## config.mk

```make
export PLATFORM = sky130hd
export DESIGN_NAME = rv_pipe_top
export DESIGN_NICKNAME = d
export VERILOG_FILES = /design/src/source/rv_pipe_pkg.sv /design/src/source/fetch_stage.sv /design/src/source/decode_stage.sv /design/src/source/execute_stage.sv /design/src/source/writeback_stage.sv /design/src/source/rv_pipe_top.sv
export VERILOG_INCLUDE_DIRS = /design/src /design/src/source
export SDC_FILE = /design/constraint.sdc
export NUM_CORES = 2
export LEC_CHECK = 0
export BUFFER_PORTS_ARGS = -buffer_cell sky130_fd_sc_hd__clkbuf_2
export CAP_MARGIN = 20
export CORE_ASPECT_RATIO = 1.1
export CORE_MARGIN = 5
export CORE_UTILIZATION = 45
export DETAILED_ROUTE_END_ITERATION = 8
export GPL_TIMING_DRIVEN = 0
export PLACE_DENSITY_LB_ADDON = 0.1
export SLEW_MARGIN = 20
export SYNTH_ARGS = -nofsm -noshare
export SYNTH_HDL_FRONTEND = slang
export SYNTH_SLANG_ARGS = --single-unit
```

## constraint.sdc

```tcl
create_clock -name clk_i -period 9.7 [get_ports clk_i]
set_clock_uncertainty 0.15 [all_clocks]
set_input_delay 2.91 -clock clk_i [delete_from_list [all_inputs] [get_ports clk_i]]
set_output_delay 2.91 -clock clk_i [all_outputs]
set_load 0.02 [all_outputs]
```

## src/source/rv_pipe_consts.svh

```systemverilog
`ifndef RV_PIPE_CONSTS_SVH
`define RV_PIPE_CONSTS_SVH

// datapath and register index widths
`define RV_XLEN        32
`define RV_REG_ADDR_W  5

`define RV_NOP         32'h0000_0013 // addi x0, x0, 0
`define RV_RESET_PC    32'h0000_0000

// ----------------------------------------------------------------------
// major opcodes, instr[6:0]
// ----------------------------------------------------------------------
`define RV_OPC_REG     7'b0110011
`define RV_OPC_IMM     7'b0010011
`define RV_OPC_LOAD    7'b0000011
`define RV_OPC_STORE   7'b0100011
`define RV_OPC_BRANCH  7'b1100011
`define RV_OPC_JAL     7'b1101111

`endif

```

## src/source/rv_pipe_pkg.sv

```systemverilog
`default_nettype none

package rv_pipe_pkg;

	// alu function selected in decode
	typedef enum logic [3:0] {
		ALU_ADD,
		ALU_SUB,
		ALU_AND,
		ALU_OR,
		ALU_XOR,
		ALU_SLT,
		ALU_SLTU,
		ALU_SLL,
		ALU_SRL,
		ALU_SRA
	} alu_op_t;

	// branch condition, resolved in execute
	typedef enum logic [2:0] {
		BR_NONE,
		BR_EQ,
		BR_NE,
		BR_LT,
		BR_GE,
		BR_JAL
	} branch_t;

	// access size, same coding as funct3[1:0]
	typedef enum logic [1:0] {
		LEN_BYTE = 2'd0,
		LEN_HALF = 2'd1,
		LEN_WORD = 2'd2
	} mem_len_t;

endpackage

`default_nettype wire

```

## src/source/fetch_stage.sv

```systemverilog
`default_nettype none
`include "rv_pipe_consts.svh"

module fetch_stage (
	input  wire                 clk_i,
	input  wire                 reset_i,
	input  wire  [`RV_XLEN-1:0] instr_i,
	input  wire                 stall_i,
	input  wire                 redirect_i,
	input  wire  [`RV_XLEN-1:0] redirect_pc_i,
	output logic [`RV_XLEN-1:0] instr_addr_o,
	output logic [`RV_XLEN-1:0] id_instr_o,
	output logic [`RV_XLEN-1:0] id_pc_o
);

	logic [`RV_XLEN-1:0] pc_q; // address of the word now on instr_i
	logic [`RV_XLEN-1:0] pc_next;
	logic                run_q; // low in the first cycle out of reset

	always_comb
	begin
		if (redirect_i)
			pc_next = redirect_pc_i;
		else if (stall_i || !run_q)
			pc_next = pc_q; // refetch same word
		else
			pc_next = pc_q + 32'd4;
	end

	assign instr_addr_o = pc_next; // rom registers this address

	always_ff @(posedge clk_i or negedge reset_i)
	begin
		if (!reset_i)
		begin
			pc_q  <= `RV_RESET_PC;
			run_q <= 1'b0;
		end
		else
		begin
			pc_q  <= pc_next;
			run_q <= 1'b1;
		end
	end

	// ------------------------------------------------------------------
	// IF/ID register
	// ------------------------------------------------------------------
	always_ff @(posedge clk_i or negedge reset_i)
	begin
		if (!reset_i)
			id_instr_o <= `RV_NOP;
		else if (redirect_i || !run_q)
			id_instr_o <= `RV_NOP; // wrong path or stale rom output
		else if (!stall_i)
			id_instr_o <= instr_i;
	end

	always_ff @(posedge clk_i)
	begin
		if (!stall_i)
			id_pc_o <= pc_q;
	end

endmodule

`default_nettype wire

```

## src/source/decode_stage.sv

```systemverilog
`default_nettype none
`include "rv_pipe_consts.svh"

module decode_stage import rv_pipe_pkg::*; (
	input  wire                       clk_i,
	input  wire                       reset_i,
	input  wire  [`RV_XLEN-1:0]       id_instr_i,
	input  wire  [`RV_XLEN-1:0]       id_pc_i,
	input  wire                       flush_i,
	input  wire                       wb_we_i,
	input  wire  [`RV_REG_ADDR_W-1:0] wb_rd_i,
	input  wire  [`RV_XLEN-1:0]       wb_data_i,
	output logic                      stall_o,
	output logic [`RV_XLEN-1:0]       ex_pc_o,
	output logic [`RV_XLEN-1:0]       ex_rs1_data_o,
	output logic [`RV_XLEN-1:0]       ex_rs2_data_o,
	output logic [`RV_XLEN-1:0]       ex_imm_o,
	output logic [`RV_REG_ADDR_W-1:0] ex_rs1_o,
	output logic [`RV_REG_ADDR_W-1:0] ex_rs2_o,
	output logic [`RV_REG_ADDR_W-1:0] ex_rd_o,
	output alu_op_t                   ex_alu_op_o,
	output logic                      ex_use_imm_o,
	output branch_t                   ex_branch_o,
	output logic                      ex_mem_we_o,
	output mem_len_t                  ex_mem_len_o,
	output logic                      ex_mem_sign_o,
	output logic                      ex_load_o,
	output logic                      ex_rd_we_o
);

	logic [`RV_XLEN-1:0]       regs [32];
	logic [6:0]                opcode;
	logic [2:0]                funct3;
	logic                      alt; // funct7 bit 5
	logic [`RV_REG_ADDR_W-1:0] rs1, rs2, rd;
	logic [`RV_XLEN-1:0]       imm_i, imm_s, imm_b, imm_j, imm;
	logic [`RV_XLEN-1:0]       rs1_data, rs2_data;
	alu_op_t                   alu_op;
	branch_t                   branch;
	logic                      use_imm, mem_we, load, rd_we;

	assign opcode = id_instr_i[6:0];
	assign funct3 = id_instr_i[14:12];
	assign alt    = id_instr_i[30];
	assign rs1    = id_instr_i[19:15];
	assign rs2    = id_instr_i[24:20];
	assign rd     = id_instr_i[11:7];

	assign imm_i = {{20{id_instr_i[31]}}, id_instr_i[31:20]};
	assign imm_s = {{20{id_instr_i[31]}}, id_instr_i[31:25], id_instr_i[11:7]};
	assign imm_b = {{19{id_instr_i[31]}}, id_instr_i[31], id_instr_i[7],
		id_instr_i[30:25], id_instr_i[11:8], 1'b0};
	assign imm_j = {{11{id_instr_i[31]}}, id_instr_i[31], id_instr_i[19:12],
		id_instr_i[20], id_instr_i[30:21], 1'b0};

	function automatic alu_op_t alu_sel(input logic [2:0] f3, input logic sub_sra);
		case (f3)
			3'b000:  alu_sel = sub_sra ? ALU_SUB : ALU_ADD;
			3'b001:  alu_sel = ALU_SLL;
			3'b010:  alu_sel = ALU_SLT;
			3'b011:  alu_sel = ALU_SLTU;
			3'b100:  alu_sel = ALU_XOR;
			3'b101:  alu_sel = sub_sra ? ALU_SRA : ALU_SRL;
			3'b110:  alu_sel = ALU_OR;
			default: alu_sel = ALU_AND;
		endcase
	endfunction

	// ------------------------------------------------------------------
	// control decode
	// ------------------------------------------------------------------
	always_comb
	begin
		alu_op  = ALU_ADD; // address math for loads and stores
		use_imm = 1'b0;
		branch  = BR_NONE;
		mem_we  = 1'b0;
		load    = 1'b0;
		rd_we   = 1'b0;
		imm     = imm_i;
		case (opcode)
			`RV_OPC_REG:
			begin
				alu_op = alu_sel(funct3, alt);
				rd_we  = 1'b1;
			end
			`RV_OPC_IMM:
			begin
				alu_op  = alu_sel(funct3, alt && funct3 == 3'b101); // only srai
				use_imm = 1'b1;
				rd_we   = 1'b1;
			end
			`RV_OPC_LOAD:
			begin
				use_imm = 1'b1;
				load    = 1'b1;
				rd_we   = 1'b1;
			end
			`RV_OPC_STORE:
			begin
				imm     = imm_s;
				use_imm = 1'b1;
				mem_we  = 1'b1;
			end
			`RV_OPC_BRANCH:
			begin
				imm = imm_b;
				case (funct3)
					3'b000:  branch = BR_EQ;
					3'b001:  branch = BR_NE;
					3'b100:  branch = BR_LT;
					3'b101:  branch = BR_GE;
					default: branch = BR_NONE; // unsigned forms not supported
				endcase
			end
			`RV_OPC_JAL:
			begin
				imm    = imm_j;
				branch = BR_JAL;
				rd_we  = 1'b1;
			end
			default: ;
		endcase
	end

	// register file, write-through from writeback
	function automatic logic [`RV_XLEN-1:0] rf_read(input logic [`RV_REG_ADDR_W-1:0] a);
		if (a == '0)
			rf_read = '0;
		else if (wb_we_i && wb_rd_i == a)
			rf_read = wb_data_i;
		else
			rf_read = regs[a];
	endfunction

	always_comb
	begin
		rs1_data = rf_read(rs1);
		rs2_data = rf_read(rs2);
	end

	always_ff @(posedge clk_i)
	begin
		if (wb_we_i)
			regs[wb_rd_i] <= wb_data_i;
	end

	// load in execute feeding this instruction
	assign stall_o = ex_load_o && ex_rd_we_o && (ex_rd_o == rs1 || ex_rd_o == rs2);

	// ------------------------------------------------------------------
	// ID/EX register
	// ------------------------------------------------------------------
	always_ff @(posedge clk_i or negedge reset_i)
	begin
		if (!reset_i)
		begin
			ex_alu_op_o   <= ALU_ADD;
			ex_use_imm_o  <= 1'b0;
			ex_branch_o   <= BR_NONE;
			ex_mem_we_o   <= 1'b0;
			ex_mem_len_o  <= LEN_WORD;
			ex_mem_sign_o <= 1'b0;
			ex_load_o     <= 1'b0;
			ex_rd_we_o    <= 1'b0;
		end
		else if (flush_i || stall_o)
		begin
			ex_branch_o <= BR_NONE; // bubble
			ex_mem_we_o <= 1'b0;
			ex_load_o   <= 1'b0;
			ex_rd_we_o  <= 1'b0;
		end
		else
		begin
			ex_alu_op_o   <= alu_op;
			ex_use_imm_o  <= use_imm;
			ex_branch_o   <= branch;
			ex_mem_we_o   <= mem_we;
			ex_mem_len_o  <= mem_len_t'(funct3[1:0]);
			ex_mem_sign_o <= !funct3[2];
			ex_load_o     <= load;
			ex_rd_we_o    <= rd_we && rd != '0;
		end
	end

	always_ff @(posedge clk_i)
	begin
		ex_pc_o       <= id_pc_i;
		ex_rs1_data_o <= rs1_data;
		ex_rs2_data_o <= rs2_data;
		ex_imm_o      <= imm;
		ex_rs1_o      <= rs1;
		ex_rs2_o      <= rs2;
		ex_rd_o       <= rd;
	end

endmodule

`default_nettype wire

```

## src/source/execute_stage.sv

```systemverilog
`default_nettype none
`include "rv_pipe_consts.svh"

module execute_stage import rv_pipe_pkg::*; (
	input  wire                       clk_i,
	input  wire                       reset_i,
	input  wire  [`RV_XLEN-1:0]       ex_pc_i,
	input  wire  [`RV_XLEN-1:0]       ex_rs1_data_i,
	input  wire  [`RV_XLEN-1:0]       ex_rs2_data_i,
	input  wire  [`RV_XLEN-1:0]       ex_imm_i,
	input  wire  [`RV_REG_ADDR_W-1:0] ex_rs1_i,
	input  wire  [`RV_REG_ADDR_W-1:0] ex_rs2_i,
	input  wire  [`RV_REG_ADDR_W-1:0] ex_rd_i,
	input  wire  alu_op_t             ex_alu_op_i,
	input  wire                       ex_use_imm_i,
	input  wire  branch_t             ex_branch_i,
	input  wire                       ex_mem_we_i,
	input  wire  mem_len_t            ex_mem_len_i,
	input  wire                       ex_mem_sign_i,
	input  wire                       ex_load_i,
	input  wire                       ex_rd_we_i,
	input  wire                       wb_we_i,
	input  wire  [`RV_REG_ADDR_W-1:0] wb_rd_i,
	input  wire  [`RV_XLEN-1:0]       wb_data_i,
	output logic                      redirect_o,
	output logic [`RV_XLEN-1:0]       redirect_pc_o,
	output logic [`RV_XLEN-1:0]       data_addr_o,
	output logic [`RV_XLEN-1:0]       data_o,
	output logic                      data_we_o,
	output logic [3:0]                data_mask_o,
	output logic [`RV_XLEN-1:0]       mem_result_o,
	output logic [`RV_REG_ADDR_W-1:0] mem_rd_o,
	output logic                      mem_rd_we_o,
	output logic                      mem_load_o,
	output mem_len_t                  mem_len_o,
	output logic                      mem_sign_o
);

	logic [`RV_XLEN-1:0] op_a, rs2_val, op_b, alu_res;
	logic                lt_s, taken;

	// youngest producer wins, a load in EX/MEM has no data yet
	function automatic logic [`RV_XLEN-1:0] forward(
		input logic [`RV_REG_ADDR_W-1:0] rs,
		input logic [`RV_XLEN-1:0]       id_val);
		if (mem_rd_we_o && !mem_load_o && mem_rd_o == rs)
			forward = mem_result_o;
		else if (wb_we_i && wb_rd_i == rs)
			forward = wb_data_i;
		else
			forward = id_val;
	endfunction

	always_comb
	begin
		op_a    = forward(ex_rs1_i, ex_rs1_data_i);
		rs2_val = forward(ex_rs2_i, ex_rs2_data_i);
	end

	assign op_b = ex_use_imm_i ? ex_imm_i : rs2_val;

	// ------------------------------------------------------------------
	// alu
	// ------------------------------------------------------------------
	always_comb
	begin
		case (ex_alu_op_i)
			ALU_SUB:  alu_res = op_a - op_b;
			ALU_AND:  alu_res = op_a & op_b;
			ALU_OR:   alu_res = op_a | op_b;
			ALU_XOR:  alu_res = op_a ^ op_b;
			ALU_SLT:  alu_res = {{(`RV_XLEN-1){1'b0}}, $signed(op_a) < $signed(op_b)};
			ALU_SLTU: alu_res = {{(`RV_XLEN-1){1'b0}}, op_a < op_b};
			ALU_SLL:  alu_res = op_a << op_b[4:0];
			ALU_SRL:  alu_res = op_a >> op_b[4:0];
			ALU_SRA:  alu_res = $signed(op_a) >>> op_b[4:0];
			default:  alu_res = op_a + op_b;
		endcase
	end

	// branch compare on register operands, never the immediate
	assign lt_s = $signed(op_a) < $signed(rs2_val);

	always_comb
	begin
		case (ex_branch_i)
			BR_EQ:   taken = op_a == rs2_val;
			BR_NE:   taken = op_a != rs2_val;
			BR_LT:   taken = lt_s;
			BR_GE:   taken = !lt_s;
			BR_JAL:  taken = 1'b1;
			default: taken = 1'b0;
		endcase
	end

	assign redirect_o    = taken;
	assign redirect_pc_o = ex_pc_i + ex_imm_i;

	// data memory request
	assign data_addr_o = alu_res;
	assign data_o      = rs2_val; // low lanes, no shift by address
	assign data_we_o   = ex_mem_we_i;

	always_comb
	begin
		case (ex_mem_len_i)
			LEN_BYTE: data_mask_o = 4'b0001;
			LEN_HALF: data_mask_o = 4'b0011;
			default:  data_mask_o = 4'b1111;
		endcase
	end

	// ------------------------------------------------------------------
	// EX/MEM register
	// ------------------------------------------------------------------
	always_ff @(posedge clk_i or negedge reset_i)
	begin
		if (!reset_i)
		begin
			mem_rd_we_o <= 1'b0;
			mem_load_o  <= 1'b0;
			mem_len_o   <= LEN_WORD;
			mem_sign_o  <= 1'b0;
		end
		else
		begin
			mem_rd_we_o <= ex_rd_we_i;
			mem_load_o  <= ex_load_i;
			mem_len_o   <= ex_mem_len_i;
			mem_sign_o  <= ex_mem_sign_i;
		end
	end

	always_ff @(posedge clk_i)
	begin
		mem_result_o <= (ex_branch_i == BR_JAL) ? ex_pc_i + 32'd4 : alu_res; // link
		mem_rd_o     <= ex_rd_i;
	end

endmodule

`default_nettype wire

```

## src/source/writeback_stage.sv

```systemverilog
`default_nettype none
`include "rv_pipe_consts.svh"

module writeback_stage import rv_pipe_pkg::*; (
	input  wire                       clk_i,
	input  wire                       reset_i,
	input  wire  [`RV_XLEN-1:0]       data_i,
	input  wire  [`RV_XLEN-1:0]       mem_result_i,
	input  wire  [`RV_REG_ADDR_W-1:0] mem_rd_i,
	input  wire                       mem_rd_we_i,
	input  wire                       mem_load_i,
	input  wire  mem_len_t            mem_len_i,
	input  wire                       mem_sign_i,
	output logic                      wb_we_o,
	output logic [`RV_REG_ADDR_W-1:0] wb_rd_o,
	output logic [`RV_XLEN-1:0]       wb_data_o
);

	logic [`RV_XLEN-1:0] result_q;
	logic [`RV_XLEN-1:0] word_q; // read word from data memory
	logic                load_q;
	mem_len_t            len_q;
	logic                sign_q;

	// MEM/WB register
	always_ff @(posedge clk_i or negedge reset_i)
	begin
		if (!reset_i)
		begin
			wb_we_o <= 1'b0;
			load_q  <= 1'b0;
			len_q   <= LEN_WORD;
			sign_q  <= 1'b0;
		end
		else
		begin
			wb_we_o <= mem_rd_we_i;
			load_q  <= mem_load_i;
			len_q   <= mem_len_i;
			sign_q  <= mem_sign_i;
		end
	end

	always_ff @(posedge clk_i)
	begin
		wb_rd_o  <= mem_rd_i;
		result_q <= mem_result_i;
		word_q   <= data_i;
	end

	always_comb
	begin
		if (!load_q)
			wb_data_o = result_q;
		else
		begin
			case (len_q)
				LEN_BYTE: wb_data_o = {{(`RV_XLEN-8){sign_q & word_q[7]}}, word_q[7:0]};
				LEN_HALF: wb_data_o = {{(`RV_XLEN-16){sign_q & word_q[15]}}, word_q[15:0]};
				default:  wb_data_o = word_q;
			endcase
		end
	end

endmodule

`default_nettype wire

```

## src/source/rv_pipe_top.sv

```systemverilog
`default_nettype none
`include "rv_pipe_consts.svh"

module rv_pipe_top import rv_pipe_pkg::*; (
	input  wire                 clk_i,
	input  wire                 reset_i,
	input  wire  [`RV_XLEN-1:0] instr_i,
	input  wire  [`RV_XLEN-1:0] data_i,
	output logic [`RV_XLEN-1:0] instr_addr_o,
	output logic [`RV_XLEN-1:0] data_addr_o,
	output logic [`RV_XLEN-1:0] data_o,
	output logic                data_we_o,
	output logic [3:0]          data_mask_o
);

	// IF/ID and hazard control
	logic [`RV_XLEN-1:0]       id_instr, id_pc;
	logic                      stall, redirect;
	logic [`RV_XLEN-1:0]       redirect_pc;

	// ID/EX
	logic [`RV_XLEN-1:0]       ex_pc, ex_rs1_data, ex_rs2_data, ex_imm;
	logic [`RV_REG_ADDR_W-1:0] ex_rs1, ex_rs2, ex_rd;
	alu_op_t                   ex_alu_op;
	branch_t                   ex_branch;
	mem_len_t                  ex_mem_len;
	logic                      ex_use_imm, ex_mem_we, ex_mem_sign, ex_load, ex_rd_we;

	// EX/MEM and writeback
	logic [`RV_XLEN-1:0]       mem_result, wb_data;
	logic [`RV_REG_ADDR_W-1:0] mem_rd, wb_rd;
	mem_len_t                  mem_len;
	logic                      mem_rd_we, mem_load, mem_sign, wb_we;

	fetch_stage u_fetch (
		.clk_i, .reset_i, .instr_i, .instr_addr_o,
		.stall_i(stall), .redirect_i(redirect), .redirect_pc_i(redirect_pc),
		.id_instr_o(id_instr), .id_pc_o(id_pc)
	);

	decode_stage u_decode (
		.clk_i, .reset_i, .id_instr_i(id_instr), .id_pc_i(id_pc), .flush_i(redirect),
		.wb_we_i(wb_we), .wb_rd_i(wb_rd), .wb_data_i(wb_data), .stall_o(stall),
		.ex_pc_o(ex_pc), .ex_rs1_data_o(ex_rs1_data), .ex_rs2_data_o(ex_rs2_data),
		.ex_imm_o(ex_imm), .ex_rs1_o(ex_rs1), .ex_rs2_o(ex_rs2), .ex_rd_o(ex_rd),
		.ex_alu_op_o(ex_alu_op), .ex_use_imm_o(ex_use_imm), .ex_branch_o(ex_branch),
		.ex_mem_we_o(ex_mem_we), .ex_mem_len_o(ex_mem_len), .ex_mem_sign_o(ex_mem_sign),
		.ex_load_o(ex_load), .ex_rd_we_o(ex_rd_we)
	);

	execute_stage u_execute (
		.clk_i, .reset_i, .ex_pc_i(ex_pc), .ex_rs1_data_i(ex_rs1_data),
		.ex_rs2_data_i(ex_rs2_data), .ex_imm_i(ex_imm), .ex_rs1_i(ex_rs1),
		.ex_rs2_i(ex_rs2), .ex_rd_i(ex_rd), .ex_alu_op_i(ex_alu_op),
		.ex_use_imm_i(ex_use_imm), .ex_branch_i(ex_branch), .ex_mem_we_i(ex_mem_we),
		.ex_mem_len_i(ex_mem_len), .ex_mem_sign_i(ex_mem_sign), .ex_load_i(ex_load),
		.ex_rd_we_i(ex_rd_we), .wb_we_i(wb_we), .wb_rd_i(wb_rd), .wb_data_i(wb_data),
		.redirect_o(redirect), .redirect_pc_o(redirect_pc),
		.data_addr_o, .data_o, .data_we_o, .data_mask_o,
		.mem_result_o(mem_result), .mem_rd_o(mem_rd), .mem_rd_we_o(mem_rd_we),
		.mem_load_o(mem_load), .mem_len_o(mem_len), .mem_sign_o(mem_sign)
	);

	writeback_stage u_writeback (
		.clk_i, .reset_i, .data_i,
		.mem_result_i(mem_result), .mem_rd_i(mem_rd), .mem_rd_we_i(mem_rd_we),
		.mem_load_i(mem_load), .mem_len_i(mem_len), .mem_sign_i(mem_sign),
		.wb_we_o(wb_we), .wb_rd_o(wb_rd), .wb_data_o(wb_data)
	);

endmodule

`default_nettype wire

```

# Yosys cells after proc, flatten, opt, wreduce, memory -nomap -nowiden
# Memories as Yosys holds them, arrays and structs flattened. A register that Yosys moved wholly into a read port is not among the register bits.
# Index checks and enable logic that the tools add are counted.
classes:
  addsub: 5
  n_lt_le_gt_ge: 3
  n_eq_ne: 37
  shift: 3
  muxes: 35
  bitwise_logic: 5
  n_reduce_logical: 25
op_table:
  columns: ["operator", "n"]
  rows:
  - ["$mux W32", 11]
  - ["$pmux W32 S9", 1]
  - ["$lt A32 B32 Y1", 3]
  - ["$add A32 B3 Y32 const B", 2]
  - ["$add A32 B32 Y32", 2]
  - ["$pmux W32 S2", 1]
  - ["$pmux W20 S3", 1]
  - ["$pmux W4 S7", 2]
  - ["$and A32 B32 Y32", 1]
  - ["$eq A32 B32 Y1", 1]
  - ["$ne A32 B32 Y1", 1]
  - ["$or A32 B32 Y32", 1]
  - ["$shl A32 B5 Y32", 1]
  - ["$shr A32 B5 Y32", 1]
  - ["$sshr A32 B5 Y32", 1]
  - ["$sub A32 B32 Y32", 1]
  - ["$xor A32 B32 Y32", 1]
  - ["$eq A5 B5 Y1", 6]
  - ["$eq A4 B3 Y1 const B", 4]
  - ["$pmux W4 S2", 2]
  - ["$eq A3 B3 Y1 const B", 5]
  - ["$eq A7 B6 Y1 const B", 2]
  - ["$eq A7 B7 Y1 const B", 2]
  - ["$mux W1", 13]
  - ["other kinds (23)", 47]
word_totals:
  register_bits: 295
  mem_bits_rw: 1024
  in_bits: 66
  output_inout_bits: 101
  word_cells: 144
  mem_count: 1
memory_table:
  columns: ["name", "words", "word_bits", "rd", "rd_ports_with_merged_regs", "wr", "line", "rtl"]
  rows:
  - ["u_decode.regs", 32, 32, 2, 2, 1, "decode_stage.sv:31", "logic [`RV_XLEN-1:0] regs [32];"]

# Longest topological paths before layout
depth:
  ltp_word: 10
  ltp_mapped: 24

# By module
# A second synthesis with hierarchy kept.
hier_totals:
  cells_unflattened: 6146
  area_unflattened_um2: 73528.0
by_module_without_submodules:
  columns: ["module", "n_inst", "cells_per_inst", "area_each_um2"]
  rows:
  - ["decode_stage", 1, 3336, 52246.4]
  - ["execute_stage", 1, 2299, 14919.3]
  - ["fetch_stage", 1, 341, 4144.0]
  - ["writeback_stage", 1, 170, 2218.4]

# Worst setup path before layout
# No wires, ideal clock.
synth_path:
  kind: "register to output"
  start: "reg u_writeback.len_q[0]"
  end: "out data_addr_o[30]"
  arrival_time_ns: 5.800
  slack_ns: 0.840
  path_stages_with_launch: 23
  n_path_buf: 3
  path_cell_list: "dfrtp_1 buf_2 nand4bb_1 clkbuf_1 a31oi_1 mux2i_1 o21ai_0 inv_1 o21ai_0 ha_1 clkbuf_1 a21oi_1 nand2_1 nand2_1 inv_1 o22ai_1 o21a_1 nor2_1 or4b_2 a41oi_1 xnor2_1 a22oi_1 nand3_1"
synth_via:
  elab_chain_cells: 8
  word_cells_on_any_way: 18
synth_rtl:
  columns: ["item", "line", "rtl"]
  rows:
  - ["start: declaration", "writeback_stage.sv:22", "mem_len_t len_q;"]
  - ["start signal: assignment", "writeback_stage.sv:39", "len_q <= mem_len_i;"]
  - ["$eq A2 B1 Y1 / $logic_not A2 Y1 (equally long branches)", "writeback_stage.sv:57", "case (len_q)"]
  - ["$pmux W32 S2 (*)", "writeback_stage.sv:57", null]
  - ["$mux W32 (*)", "writeback_stage.sv:53", "if (!load_q)"]
  - ["net u_decode.wb_data_i[12]", "decode_stage.sv:12", "input wire [`RV_XLEN-1:0] wb_data_i,"]
  - ["$mux W32 (*)", "execute_stage.sv:48", "else if (wb_we_i && wb_rd_i == rs)"]
  - ["$mux W32 (*)", "execute_stage.sv:46", "if (mem_rd_we_o && !mem_load_o && mem_rd_o == rs)"]
  - ["net data_o[12]", "rv_pipe_top.sv:11", "output logic [`RV_XLEN-1:0] data_o,"]
  - ["$mux W32 (*)", "execute_stage.sv:60", "assign op_b = ex_use_imm_i ? ex_imm_i : rs2_val;"]
  - ["$add A32 B32 Y32 / $sub A32 B32 Y32 (equally long branches)", "execute_stage.sv:77, execute_stage.sv:68", null]
  - ["$pmux W32 S9 (*)", "execute_stage.sv:67", "case (ex_alu_op_i)"]
  - ["end: declaration", "rv_pipe_top.sv:10", "output logic [`RV_XLEN-1:0] data_addr_o,"]
# Mark *: on every way through the listed nets, which the timed path passes. The rest lies on a longest branch.

# Worst setup path in the final report
layout_path:
  start: "reg u_writeback.len_q[1]"
  end: "out instr_addr_o[14]"
layout_via:
  elab_chain_cells: 9
  word_cells_on_any_way: 14
layout_rtl:
  columns: ["item", "line", "rtl"]
  rows:
  - ["$eq A2 B1 Y1 / $logic_not A2 Y1 (equally long branches)", "writeback_stage.sv:57", null]
  - ["$pmux W32 S2 (*)", "writeback_stage.sv:57", null]
  - ["$mux W32 (*)", "writeback_stage.sv:53", null]
  - ["$mux W32", "execute_stage.sv:48", null]
  - ["$mux W32", "execute_stage.sv:46", null]
  - ["$lt A32 B32 Y1", "execute_stage.sv:82", "assign lt_s = $signed(op_a) < $signed(rs2_val);"]
  - ["$logic_not A1 Y1", "execute_stage.sv:90", "BR_GE: taken = !lt_s;"]
  - ["$pmux W1 S5 (*)", "execute_stage.sv:86", "case (ex_branch_i)"]
  - ["$mux W32 (*)", "fetch_stage.sv:22", "if (redirect_i)"]
  - ["end: declaration", "rv_pipe_top.sv:9", "output logic [`RV_XLEN-1:0] instr_addr_o,"]
# Mark *: on every way between the ends. The rest lies on a longest branch, timed or not.

==> out/summary.md <==
The flow ran to the end, but the final reports show violations. The checks that failed: negative setup slack. Startpoint type of the worst setup path: a register. Counting every instance in the synthesized netlist gives 5068. Synthesis inferred 1383 register bits. Sequential cells were found to cover 53.41% of the synthesized design area. The run gives 311600 um as the wire length after detailed routing. The layout-stage area growth over the synthesis result was 17.90%; the multiplexer fraction of the synthesized cell area was 22.73%. The launch instance of the worst min-delay path is u_fetch.id_pc_o[8]. The cell type contributing the most total cell area after synthesis is edfxtp_1.

The wire length of the first global-routing pass came out at 424000 um. The number of distinct library cell variants in the gate-level netlist after synthesis came out at 113. At the placement stage, the worst setup path has a slack of -2082 ps. The fraction of power spent switching nets was 36.12%; the full die area was 0.1692 sq mm.

From left edge to right edge, the die measures 392.6 um. STA puts the critical path data required time at 6640 ps. For this design the total switching power over the nets is 7.009 mW. The number of failing hold endpoints at the final stage was 0.

The area taken by multi-input logic gates came out at 0.03331 sq mm. The tools report the logic gate share of total power as 31.3%. Power comes to 19.41 mW. The layout has 13360 filler cells.

Yosys attributes the largest share of cell area to edfxtp_1 44%, mux4_2 20%, dfxtp_1 6.6%, dfrtp_1 2.9%, ha_1 2.8%. For this design the ratio of total power to cell area is 227.1 mW/mm^2. Yosys mapped a number of flops with a built-in enable equal to 1056.

The tool flagged a number of max-cap violations equal to 0. The vertical die dimension is 430.9 um. The tools report the critical path endpoint category as an output pin. The cell type group with the largest total delay on the critical path is compound AO/OA/AOI/OAI gates. Critical path class: register to output pin. The total count of max-transition violations in the final report is 0. The run gives 0.03871 sq mm as the combined flip-flop and latch cell area. For the leakage power, the log shows 29.18 nW. The tools report the number of buffers created by CTS as 150. In this run the critical register-to-register path is launched from u_decode.ex_rs1_o[0]. For this run, the post-layout net count is 5778. The worst setup slack after layout came out at -4.670 ps.

The final route contains 52343 vias. The detailed router finished its first iteration with 6284 violations. Summed over all nets, the half-perimeter wirelength after detailed placement is 239000 um. Via count of the first global-routing pass: 52140. Area of the placeable core: 0.1601 sq mm. The Yosys step of the flow raised 0 warnings.

Dividing the detail-routed wire length by the instance count gives 40.06 um. The dominant cell by count in the synthesized netlist was edfxtp_1. Static timing analysis puts the maximum clock frequency at 103.0 MHz.

The H-tree was split into 4 levels. The final-report setup violation count was 1. Path class of the lowest-slack min-delay path: register to register. The initial antenna violation count came out at 15. Summed over all layers, the global routing overflow is 0. In this run, post-CTS hold repair placed 0 buffers.

Clock-pin slew was measured on the worst setup and hold paths at 60 ps. IR analysis of the VDD net gives a maximum drop of 0.1587 mV. TritonCTS built the clock tree. For the detailed-routing iteration count for the pre-antenna-repair pass, the log shows 6. The library cell used as clock root buffer is clkbuf_16.

The worst-skew pair later-pin latency was 810 ps; the part of the power in registers was 39.5%. The slowest stage of the critical path belongs to the cell o211ai_1. The synthesized-area fraction occupied by xor and xnor cells was 1.716%; the quantity of I/O buffers inserted on ports was 165. The worst pin sits at a relative slew slack of 15.84%.

The final non-filler cell total is 7777, and the share of Yosys cell area claimed by the top area cell type is 43.76%. At the worst endpoint, the arrival time is 6640 ps. The number of buffers and inverters on the critical path is 5.

After detailed routing, the number of vias per cell comes to 6.730. The register with the most flip-flops in the layout has 1024 of them. Once the floorplan was initialized, standard cells occupied 45.26% of the core. The fraction of the mapped netlist area in adder cells was 2.845%; the count of pins on the block boundary was 167. By count the netlist is led by 1056 x edfxtp_1, 641 x mux4_2, 298 x nor2_1, 238 x dfxtp_1, 221 x nand2_1. The sink count of the clock tree came out at 1383.

A synthesized cell averages 14.30 sq um. Setup repair after global routing could not meet its margin everywhere. For this run, the slowest stage of the critical path takes 820 ps. The power share of the clock group was 29.2%; the minimum period implied by the final worst setup slack was 9705 ps.

The mapped netlist covers 0.07247 sq mm. No sink is reached through more buffers than the 3 on the longest clock path. Summing the areas of all compound-gate instances in the mapped netlist gives 9.599% of the synthesized area. The launch point of the worst path was u_writeback.len_q[1].

Entering global routing, the biggest net connects 61 pins. At the pin with the least slew margin, the transition time is 1262 ps. The async set-or-reset flop fraction in the synthesized netlist was 6.435%. Internal power comes to 12.40 mW. Global routing used 36.56% of the available tracks across all layers. Along the worst path, the maximum fanout reaches 10.

Cells with a size suffix above 1 make up 30.00% of the layout. The synthesized netlist devotes 6.680% of its cell area to simple gates. The cell occurring most often along the worst timing path is o211ai_1. The number of rows created at floorplan was 154; the instance count after placement with tap cells included was 7438.

u_decode.regs holds more flip-flops than any other register. The global placement routability congestion is 1.062, and the final clock period utilization by the worst path is 100.0%. Remaining routing DRC violations: 0.

The number of nets still failing antenna checks after routing was 0. By area, the combinational part of the netlist is dominated by multiplexers. Traced cell by cell, the critical path runs through buf_4 -> clkbuf_4 -> nand2_2 -> o2bb2ai_4 -> o211ai_1 -> o21ai_4 -> ha_1 -> nand4_1 -> nor2_2 -> o211ai_1 -> o211ai_1 -> o31ai_2 -> xor2_2 -> buf_4 -> mux2i_1 -> a21boi_2 -> nor2_4 -> buf_12 -> mux2_1 -> clkbuf_2. In the synthesized netlist the dominant register cell turns out to be edfxtp_1.
[metrics by stage]
stage	TNS, ps	hold slack [ps]	cell area [sq um]	utilization, %
floorplan	0	173.3	72480	-
global placement	-139830	173.3	75940	47.42
detailed placement	-68700	176.9	78630	49.10
CTS	-13.34	187.4	84780	52.95
global route	-1684	195.1	85430	53.35
finish	-4.670	187.1	85440	53.36
[logic make-up after synthesis]
logic type                 after synthesis
muxes                                  833
buffers and inverters                  533
and+or+nand+nor                       1003
adders and majority gates              163
xor gates and xnor gates               142
other                                    1
DFF                                   1383
AOI/OAI and AO/OA                     1010
[worst paths after layout]
kind / end / slack (ps) / depth (start not counted)
worst min-delay path: u_decode.ex_pc_o[8] / 190 / 0
worst min register to register: u_decode.ex_pc_o[8] / 190 / 0
worst max-delay path: instr_addr_o[14] / -5 / 20
min in group asynchronous: u_decode.ex_alu_op_o[3] / 1860 / 1
max in group asynchronous: u_decode.ex_mem_len_o[1] / 6890 / 2
worst max register to register: u_execute.mem_result_o[30] / 3360 / 19
[worst register-to-register path: cells and delay by family (launching register included)]
kind	cells	cell delay [ps]
fa+ha+maj	1	430
buf+inv	2	490
flops	1	460
compound gates	9	2400
simple gates	5	1930
xor+xnor	2	320
[area by class of cell]
class | instances | area share [%]
repair buffers | 344 | 4.236
multi-input cells | 3156 | 38.98
plain buffers | 351 | 2.028
inverters | 162 | 0.7571
clock buffers | 194 | 4.822
diodes | 5 | 0.01464
well taps | 2106 | 3.084
flip-flops and latches | 1383 | 45.31
repair inverters | 1 | 0.005858
clock inverters | 75 | 0.7629
[cell usage in the layout, fill, tap and decap left out, types with 67 or more instances in the layout]
cell / count
a211oi_1: 111
a21oi_1: 183
buf_4: 95
clkbuf_1: 197
clkbuf_16: 156
clkbuf_2: 206
dfrtp_1: 83
dfxtp_1: 236
edfxtp_1: 1056
ha_1: 153
inv_1: 146
mux2i_1: 113
mux4_2: 641
nand2_1: 209
nand3_1: 122
nor2_1: 264
nor3_1: 79
o21ai_0: 125
xor2_1: 67
[repair_timing]
| item | 4_1_cts | 5_1_grt |
|---|---|---|
| pin swaps | 32 | 22 |
| endpoints found under the hold margin | 0 | 0 |
| cloned | 4 | 0 |
| resized for setup | 221 | 104 |
| setup buffers | 53 | 26 |
| setup endpoints to repair | 62 | 49 |
[per-layer routing]
metal	global-route usage, %	vias to the layer above	part of all wire, %
li1	-	21305	-
met1	43.05	27126	35
met2	60.08	2984	48
met3	7.408	916	7.9
met4	25.81	12	9.1
met5	0	-	0.023
[power by group through the flow]
stage | Combinational [mW] | Sequential [mW] | Clock [mW]
after floorplan | 2.99 | 7.57 | 0
after global placement | 5.25 | 7.76 | 0
after detailed placement | 5.47 | 7.72 | 0
after CTS | 5.76 | 7.64 | 5.72
after global routing | 6.23 | 7.67 | 5.97
final | 6.07 | 7.67 | 5.67
(Power assumes the default switching activity.)
